## src/design/vdec_pkg.sv

```systemverilog
// shared widths, element width and offset source encodings, command and beat structs
package vdec_pkg;

  // element offset width, enough for VLENB up to 32 at SEW8 plus headroom
  localparam int OFFSET_W = 8;
  localparam int XLEN     = 32;
  localparam int MASK_W   = 32;

  typedef logic [OFFSET_W-1:0] offset_t;

  typedef enum logic [1:0] {
    SEW8  = 2'd0,
    SEW16 = 2'd1,
    SEW32 = 2'd2
  } sew_t;

  // where the vs2 lane offsets come from
  typedef enum logic [2:0] {
    VS2_SRC_NORMAL        = 3'd0,
    VS2_SRC_ZERO          = 3'd1,
    VS2_SRC_IDX_PLUS_RS1  = 3'd2,
    VS2_SRC_IDX_PLUS_UIMM = 3'd3,
    VS2_SRC_IDX_PLUS_1    = 3'd4,
    VS2_SRC_IDX_MINUS_1   = 3'd5,
    VS2_SRC_RS1           = 3'd6,
    VS2_SRC_UIMM          = 3'd7
  } vs2_src_t;

  // where the destination lane offsets come from
  typedef enum logic [2:0] {
    VD_SRC_NORMAL        = 3'd0,
    VD_SRC_ZERO          = 3'd1,
    VD_SRC_IDX_PLUS_RS1  = 3'd2,
    VD_SRC_IDX_PLUS_UIMM = 3'd3,
    VD_SRC_IDX_PLUS_1    = 3'd4
  } vd_src_t;

  // decoded vector operation as handed to the sequencer
  typedef struct packed {
    sew_t              sew;
    logic              vd_widen;
    logic              vd_narrow;
    logic              vm;
    vs2_src_t          vs2_src;
    vd_src_t           vd_src;
    logic [4:0]        imm5;
    logic [XLEN-1:0]   xs1;
    offset_t           vl;
    offset_t           vstart;
    logic [MASK_W-1:0] mask;
  } vdec_cmd_t;

  // one two-lane beat towards execute
  typedef struct packed {
    offset_t woffset0;
    offset_t woffset1;
    offset_t vs2_offset0;
    offset_t vs2_offset1;
    logic    wen0;
    logic    wen1;
    sew_t    eew;
    logic    last;
  } vdec_beat_t;

endpackage

```

## src/design/vdec_cmd_accept.sv

```systemverilog
// command req/ack handshake, command latch, effective width and element limit decode
`timescale 1ns/1ns

module vdec_cmd_accept
  import vdec_pkg::*;
#(
  parameter int VLENB = 16
) (
  input  logic      CLK,
  input  logic      nRST,
  input  logic      flush,
  input  logic      cmd_req,
  input  vdec_cmd_t cmd,
  input  logic      done,
  output logic      cmd_ack,
  output logic      start,
  output vdec_cmd_t cur_cmd,
  output sew_t      eew,
  output offset_t   start_offset,
  output offset_t   limit
);

  logic    busy;
  logic    accept;
  offset_t capacity;

  // take a new command only when nothing is in flight and the last ack has dropped
  assign accept = cmd_req & ~cmd_ack & ~busy & ~flush;

  always_ff @(posedge CLK, negedge nRST) begin
    if (~nRST) begin
      cmd_ack <= 1'b0;
      busy    <= 1'b0;
      start   <= 1'b0;
    end else if (flush) begin
      // abort, ack still waits for req to drop
      busy    <= 1'b0;
      start   <= 1'b0;
      cmd_ack <= cmd_ack & cmd_req;
    end else begin
      start <= accept;
      if (accept) begin
        cmd_ack <= 1'b1;
        busy    <= 1'b1;
      end else if (cmd_ack & ~cmd_req) begin
        cmd_ack <= 1'b0;
      end
      if (done) begin
        busy <= 1'b0;
      end
    end
  end

  always_ff @(posedge CLK) begin
    if (accept) begin
      cur_cmd <= cmd;
    end
  end

  // widened or narrowed destination width
  always_comb begin
    eew = cur_cmd.sew;
    if (cur_cmd.vd_widen) begin
      eew = (cur_cmd.sew == SEW8) ? SEW16 : SEW32;
    end else if (cur_cmd.vd_narrow) begin
      eew = (cur_cmd.sew == SEW32) ? SEW16 : SEW8;
    end
  end

  // elements that fit one register at the source SEW
  assign capacity     = offset_t'(VLENB >> cur_cmd.sew);
  assign limit        = (cur_cmd.vl < capacity) ? cur_cmd.vl : capacity;
  assign start_offset = cur_cmd.vstart;

endmodule

```

## src/design/vdec_element_counter.sv

```systemverilog
// two-lane element offset counter with last, done and stall handling
`timescale 1ns/1ns

module vdec_element_counter
  import vdec_pkg::*;
(
  input  logic    CLK,
  input  logic    nRST,
  input  logic    flush,
  input  logic    stall,
  input  logic    start,
  input  offset_t start_offset,
  input  offset_t limit,
  output offset_t offset,
  output logic    beat_go,
  output logic    last,
  output logic    done
);

  // one extra bit so offset+2 cannot wrap past the limit
  localparam int CW = OFFSET_W + 1;

  logic          active;
  logic [CW-1:0] next_pair;

  assign next_pair = {1'b0, offset} + CW'(2);

  // a pair is presented whenever a command is being stepped
  assign beat_go = active;

  // also covers vstart at or above the limit, which gives a single beat
  assign last = active & (next_pair >= {1'b0, limit});

  always_ff @(posedge CLK, negedge nRST) begin
    if (~nRST) begin
      active <= 1'b0;
      offset <= '0;
      done   <= 1'b0;
    end else if (flush) begin
      active <= 1'b0;
      done   <= 1'b0;
    end else begin
      done <= 1'b0;
      if (start) begin
        active <= 1'b1;
        offset <= start_offset;
      end else if (active & ~stall) begin
        if (last) begin
          // final pair leaves this cycle, tell the handshake next cycle
          active <= 1'b0;
          done   <= 1'b1;
        end else begin
          offset <= next_pair[OFFSET_W-1:0];
        end
      end
    end
  end

endmodule

```

## src/design/vdec_operand_stage.sv

```systemverilog
// vs2 and vd offset selection, masked write enables and the registered beat output
`timescale 1ns/1ns

module vdec_operand_stage
  import vdec_pkg::*;
(
  input  logic       CLK,
  input  logic       nRST,
  input  logic       flush,
  input  logic       stall,
  input  vdec_cmd_t  cur_cmd,
  input  sew_t       eew,
  input  offset_t    offset,
  input  offset_t    limit,
  input  logic       beat_go,
  input  logic       last,
  output logic       beat_valid,
  output vdec_beat_t beat
);

  localparam int CW     = OFFSET_W + 1;
  localparam int MIDX_W = $clog2(MASK_W);

  typedef struct packed {
    offset_t o0;
    offset_t o1;
  } lane_pair_t;

  offset_t    rs1_off;
  offset_t    uimm_off;
  offset_t    offset1;
  vs2_src_t   vd_as_src;
  lane_pair_t vs2_pair;
  lane_pair_t vd_pair;
  logic       in_range0;
  logic       in_range1;
  logic       active0;
  logic       active1;
  vdec_beat_t next_beat;

  // offsets for both lanes, everything wraps at OFFSET_W bits
  function automatic lane_pair_t pick_offsets(
    input vs2_src_t src,
    input offset_t  off,
    input offset_t  rs1,
    input offset_t  uimm
  );
    lane_pair_t p;
    case (src)
      VS2_SRC_NORMAL: begin
        p.o0 = off;
        p.o1 = off + offset_t'(1);
      end
      VS2_SRC_IDX_PLUS_RS1: begin
        p.o0 = off + rs1;
        p.o1 = off + rs1 + offset_t'(1);
      end
      VS2_SRC_IDX_PLUS_UIMM: begin
        p.o0 = off + uimm;
        p.o1 = off + uimm + offset_t'(1);
      end
      VS2_SRC_IDX_PLUS_1: begin
        p.o0 = off + offset_t'(1);
        p.o1 = off + offset_t'(2);
      end
      VS2_SRC_IDX_MINUS_1: begin
        p.o0 = off - offset_t'(1);
        p.o1 = off;
      end
      VS2_SRC_RS1: begin
        p.o0 = rs1;
        p.o1 = rs1;
      end
      VS2_SRC_UIMM: begin
        p.o0 = uimm;
        p.o1 = uimm;
      end
      default: begin
        p.o0 = '0;
        p.o1 = '0;
      end
    endcase
    return p;
  endfunction

  assign rs1_off  = cur_cmd.xs1[OFFSET_W-1:0];
  assign uimm_off = {{(OFFSET_W-5){1'b0}}, cur_cmd.imm5};
  assign offset1  = offset + offset_t'(1);

  // vd sources are a subset of the vs2 ones with the same lane rules
  always_comb begin
    case (cur_cmd.vd_src)
      VD_SRC_NORMAL:        vd_as_src = VS2_SRC_NORMAL;
      VD_SRC_IDX_PLUS_RS1:  vd_as_src = VS2_SRC_IDX_PLUS_RS1;
      VD_SRC_IDX_PLUS_UIMM: vd_as_src = VS2_SRC_IDX_PLUS_UIMM;
      VD_SRC_IDX_PLUS_1:    vd_as_src = VS2_SRC_IDX_PLUS_1;
      default:              vd_as_src = VS2_SRC_ZERO;
    endcase
  end

  assign vs2_pair = pick_offsets(cur_cmd.vs2_src, offset, rs1_off, uimm_off);
  assign vd_pair  = pick_offsets(vd_as_src, offset, rs1_off, uimm_off);

  // element index against the clamped limit, not the vd offset
  assign in_range0 = {1'b0, offset} < {1'b0, limit};
  assign in_range1 = ({1'b0, offset} + CW'(1)) < {1'b0, limit};

  // v0 bit per element, ignored when unmasked
  assign active0 = cur_cmd.vm | cur_cmd.mask[offset[MIDX_W-1:0]];
  assign active1 = cur_cmd.vm | cur_cmd.mask[offset1[MIDX_W-1:0]];

  always_comb begin
    next_beat.woffset0    = vd_pair.o0;
    next_beat.woffset1    = vd_pair.o1;
    next_beat.vs2_offset0 = vs2_pair.o0;
    next_beat.vs2_offset1 = vs2_pair.o1;
    next_beat.wen0        = in_range0 & active0;
    next_beat.wen1        = in_range1 & active1;
    next_beat.eew         = eew;
    next_beat.last        = last;
  end

  always_ff @(posedge CLK, negedge nRST) begin
    if (~nRST) begin
      beat_valid <= 1'b0;
      beat       <= '0;
    end else if (flush) begin
      beat_valid <= 1'b0;
    end else if (~stall) begin
      beat_valid <= beat_go;
      if (beat_go) begin
        beat <= next_beat;
      end
    end
  end

endmodule

```

## src/design/vdec_top.sv

```systemverilog
// vector element sequencer top, handshake, counter and operand stage chained
`timescale 1ns/1ns

module vdec_top
  import vdec_pkg::*;
#(
  // register length in bytes, at most 32
  parameter int VLENB = 16
) (
  input  logic       CLK,
  input  logic       nRST,
  input  logic       flush,
  input  logic       cmd_req,
  input  vdec_cmd_t  cmd,
  input  logic       beat_stall,
  output logic       cmd_ack,
  output logic       beat_valid,
  output vdec_beat_t beat
);

  logic      start;
  logic      done;
  logic      beat_go;
  logic      last;
  vdec_cmd_t cur_cmd;
  sew_t      eew;
  offset_t   start_offset;
  offset_t   limit;
  offset_t   offset;

  vdec_cmd_accept #(
    .VLENB(VLENB)
  ) u_cmd_accept (
    .CLK         (CLK),
    .nRST        (nRST),
    .flush       (flush),
    .cmd_req     (cmd_req),
    .cmd         (cmd),
    .done        (done),
    .cmd_ack     (cmd_ack),
    .start       (start),
    .cur_cmd     (cur_cmd),
    .eew         (eew),
    .start_offset(start_offset),
    .limit       (limit)
  );

  vdec_element_counter u_element_counter (
    .CLK         (CLK),
    .nRST        (nRST),
    .flush       (flush),
    .stall       (beat_stall),
    .start       (start),
    .start_offset(start_offset),
    .limit       (limit),
    .offset      (offset),
    .beat_go     (beat_go),
    .last        (last),
    .done        (done)
  );

  vdec_operand_stage u_operand_stage (
    .CLK       (CLK),
    .nRST      (nRST),
    .flush     (flush),
    .stall     (beat_stall),
    .cur_cmd   (cur_cmd),
    .eew       (eew),
    .offset    (offset),
    .limit     (limit),
    .beat_go   (beat_go),
    .last      (last),
    .beat_valid(beat_valid),
    .beat      (beat)
  );

endmodule

```

## config.mk

```make
export PLATFORM = sky130hd
export DESIGN_NAME = vdec_top
export DESIGN_NICKNAME = d
export VERILOG_FILES = /design/src/design/vdec_pkg.sv /design/src/design/vdec_cmd_accept.sv /design/src/design/vdec_element_counter.sv /design/src/design/vdec_operand_stage.sv /design/src/design/vdec_top.sv
export SDC_FILE = /design/constraint.sdc
export NUM_CORES = 1
export LEC_CHECK = 0
export ABC_AREA = 0
export BUFFER_PORTS_ARGS = -buffer_cell sky130_fd_sc_hd__buf_2
export CAP_MARGIN = 20
export CORE_MARGIN = 10
export CORE_UTILIZATION = 61
export CTS_CLUSTER_DIAMETER = 120
export CTS_CLUSTER_SIZE = 16
export DETAILED_ROUTE_END_ITERATION = 12
export GPL_TIMING_DRIVEN = 0
export PLACE_DENSITY_LB_ADDON = 0.1
export RECOVER_POWER = 25
export SLEW_MARGIN = 20
export SYNTH_ARGS = -nofsm -noshare
export SYNTH_HDL_FRONTEND = slang
export SYNTH_SLANG_ARGS = --single-unit
```

## constraint.sdc

```tcl
create_clock -name CLK -period 8.2 [get_ports CLK]
set_input_delay 0.82 -clock CLK [delete_from_list [all_inputs] [get_ports CLK]]
set_output_delay 0.82 -clock CLK [all_outputs]
set_load 0.05 [all_outputs]
```

==> flow_metrics.tcl <==
set metrics [dict create \
    synth_edf_count 72 \
    grt_pass1_vias 7663 \
    rows 41 \
    relSlewSlack 0.319 \
    cts_hold_buffers 0 \
    drv_slew 0 \
    antenna_left 0 \
    critPathLaunchType "flip-flop" \
    crit_buf_inv 4 \
    cts_tree "done" \
    synth_compound_area_frac 0.187 \
    yosysTopAreaCell "edfxtp_1" \
    place_inst 1025 \
    power_mw 3.42 \
    setup_viol 0 \
    port_buffers 115 \
    fp.dieH_um 133 \
    cts_sinks 123 \
    peakVddDrop_mv 0.239 \
    synthCells 729 \
    critPathMaxStageDelay_ns 0.69 \
    avgViaCountPerCell 7.30 \
    vias 7711 \
    track_usage 0.343 \
    ios 140 \
    htree_levels 4 \
    drt_iter0_drc 1344 \
    min_path_cells 1 \
    grt_pass1_wl_um 46500 \
    first_pass_iters 7 \
    ctsLongestPathBuffers 2 \
    postSynthRegisterBits 123 \
    ys_types 75 \
    setup_tns_ns 0 \
    synthMuxAreaShare 0.0998 \
    grt_max_degree 65 \
    hpwl_um 21200 \
    synth_area_leaders "edfxtp_1 28%, dfrtp_1 16%, ha_1 6.2%" \
    synth_xor_xnor_area_share 0.0437 \
    finalClockSkew_ns 0.0121 \
    numCtsBuffers 17 \
    antenna_found_initial 0 \
    hold_violations 0 \
    maxCapViolCount 0 \
    power.leakage_nw 3.87 \
    syn_area_per_cell_um2 10.7 \
    worstSetupPathType "flip-flop to flip-flop" \
    synthSimpleGateAreaFrac 0.129 \
    worst_hold_path_type "flip-flop to flip-flop" \
    cts_root_buf "clkbuf_16" \
    ys_warn_count 0 \
    gp_congestion 1.04 \
    finalCritPeriodShare 0.622 \
    fin_crit_ns 5.10 \
    clkSlewWorstSetupHoldPaths_ns 0.06 \
    drive_gt1_frac 0.223 \
    critPathArrivalTime_ns 5.39 \
    syn-cell-area_um2 7820 \
    drc 0 \
    cts_setup_buffers 0 \
    async_reset_ff_frac 0.415 \
    crit_family "buffers and inverters" \
    place_area_um2 8670 \
    fp.coreArea_um2 12600 \
    cts_resized 0 \
    clock_latency_ns 0.44 \
    die_area_um2 17800 \
    ys_seq_area_frac 0.440 \
    start_util 0.622 \
    areaGrowthSynthToFinish_pct 18.8 \
    die_w_um 133 \
    yosysTopAreaCellShare 0.276 \
    status "finished, final reports clean" \
    slowest_stage "buf_1" \
    grt-ovfl-total 0 \
    nNetsFinal 1014 \
    power.density_nw_per_um2 368 \
    tightest_slew_ns 0.995 \
    final_area_um2 9290 \
    rsz0062_at_grt "no" \
    reg2regPathDepth 10 \
    endpoint_kind "flip-flop" \
    path_cells "clkbuf_1 > clkbuf_1 > inv_1 > ha_1 > buf_1 > mux4_2 > mux4_2 > mux2_2 > o221ai_1 > nand2_1" \
    ys.flop_type "edfxtp_1" \
    synth_top_family_by_area "compound AO/OA/AOI/OAI gates" \
    antennaDiodeCount 0 \
    cp_data_required_time_ns 8.49 \
    routed_wl_um 30300 \
    synth_fa_ha_area_frac 0.0728 \
    wl_per_cell_um 28.7 \
    max_freq_mhz 196 \
    crit_fanout 10 \
    fin_cells 1057 \
    cp.depth 10 \
]
-- metal layers --
layer / track usage / wire length (um) / share of wire
met4: 0.187 / 1910 / 0.063
met1: 0.407 / 10300 / 0.34
met5: 0 / 0 / 0
met3: 0.101 / 3820 / 0.13
met2: 0.550 / 14300 / 0.47
-- path summary, 6_finish.rpt --
kind,startpoint,endpoint,slack (ns)
max reg2reg,u_element_counter.offset[1],u_operand_stage.beat[3],3.10
max,u_element_counter.offset[1],u_operand_stage.beat[3],3.10
max in group asynchronous,nRST,u_element_counter.offset[1],7.30
min reg2reg,u_element_counter.done,u_cmd_accept.busy,0.40
min in group asynchronous,nRST,u_operand_stage.beat[11],0.44
min,u_element_counter.done,u_cmd_accept.busy,0.40
-- kinds of logic after synthesis --
group                      Yosys count
other                                1
and+or+nand+nor                    207
xor gates and xnor gates            39
DFF                                123
AOI/OAI and AO/OA                  206
buffers and inverters               58
adders and majority gates           45
muxes                               50
-- worst reg2reg max path, delay by kind of cell, from the launching register on --
family	cells	cell delay (ns)
adder cells (fa/ha/maj)	1	0.50
flip-flops	1	0.61
AND/OR/NAND/NOR	1	0.14
buffers and inverters	4	2.04
AO/OA/AOI/OAI	1	0.30
multiplexers	3	1.39
-- area by class of cell --
cell class                      instances  area [um2]
Multi-Input combinational cell        556        4200
Sequential cell                       123        3440
Fill cell                             812        3280
Timing Repair Buffer                  116         602
Clock buffer                           20         447
Tap cell                              172         215
Clock inverter                         12         164
Buffer                                 41         159
Inverter                               17        63.8
-- report_power, final --
group,switching [mW],total [mW],internal (mW)
combinational,1.18,1.79,0.605
sequential,0.0824,0.840,0.757
clock,0.307,0.796,0.489
-- synth_stat cells (all sizes together) (11+ instances only) --
cell type / number
edfxtp: 72
nand2: 64
nor2: 54
dfrtp: 51
o21ai: 43
ha: 39
a21oi: 32
clkbuf: 28
xnor2: 27
mux4: 21
nand3: 19
inv: 16
a22o: 15
mux2i: 15
mux2: 14
a21o: 13
buf: 13
and3: 12
nand2b: 12
xor2: 12
a31oi: 11
-- sequential cells by signal (all words and copies together), names as in the netlist --
name	cells
u_operand_stage.beat_valid	1
u_cmd_accept.cmd_ack	1
u_element_counter.offset	8
u_operand_stage.beat	37
u_cmd_accept.busy	1
u_cmd_accept.start	1
u_element_counter.done	1
u_cmd_accept.cur_cmd	64
u_cmd_accept.start_offset	8
u_element_counter.beat_go	1
-- through the flow --
step                      worst slack [ns]   util  hold slack [ns]
after floorplan                       4.55      -            0.384
after global placement                3.45  0.688            0.388
after detailed placement              3.39  0.690            0.398
after CTS                             3.26  0.739            0.406
after global routing                  2.96  0.739            0.419
final                                 3.10  0.739            0.404
-- cells in the final DEF, fill, tap and decap left out, types with 13 or more instances in the layout --
master / instances
a21o_1: 13
a21oi_1: 32
a22o_1: 15
buf_2: 115
clkbuf_1: 33
clkbuf_16: 17
dfrtp_1: 51
edfxtp_1: 72
ha_1: 39
inv_1: 16
mux2_2: 14
mux2i_1: 15
mux4_2: 21
nand2_1: 64
nand3_1: 19
nor2_1: 54
o21ai_0: 41
xnor2_1: 27
No activity file was read; power rests on OpenSTA's default activity.
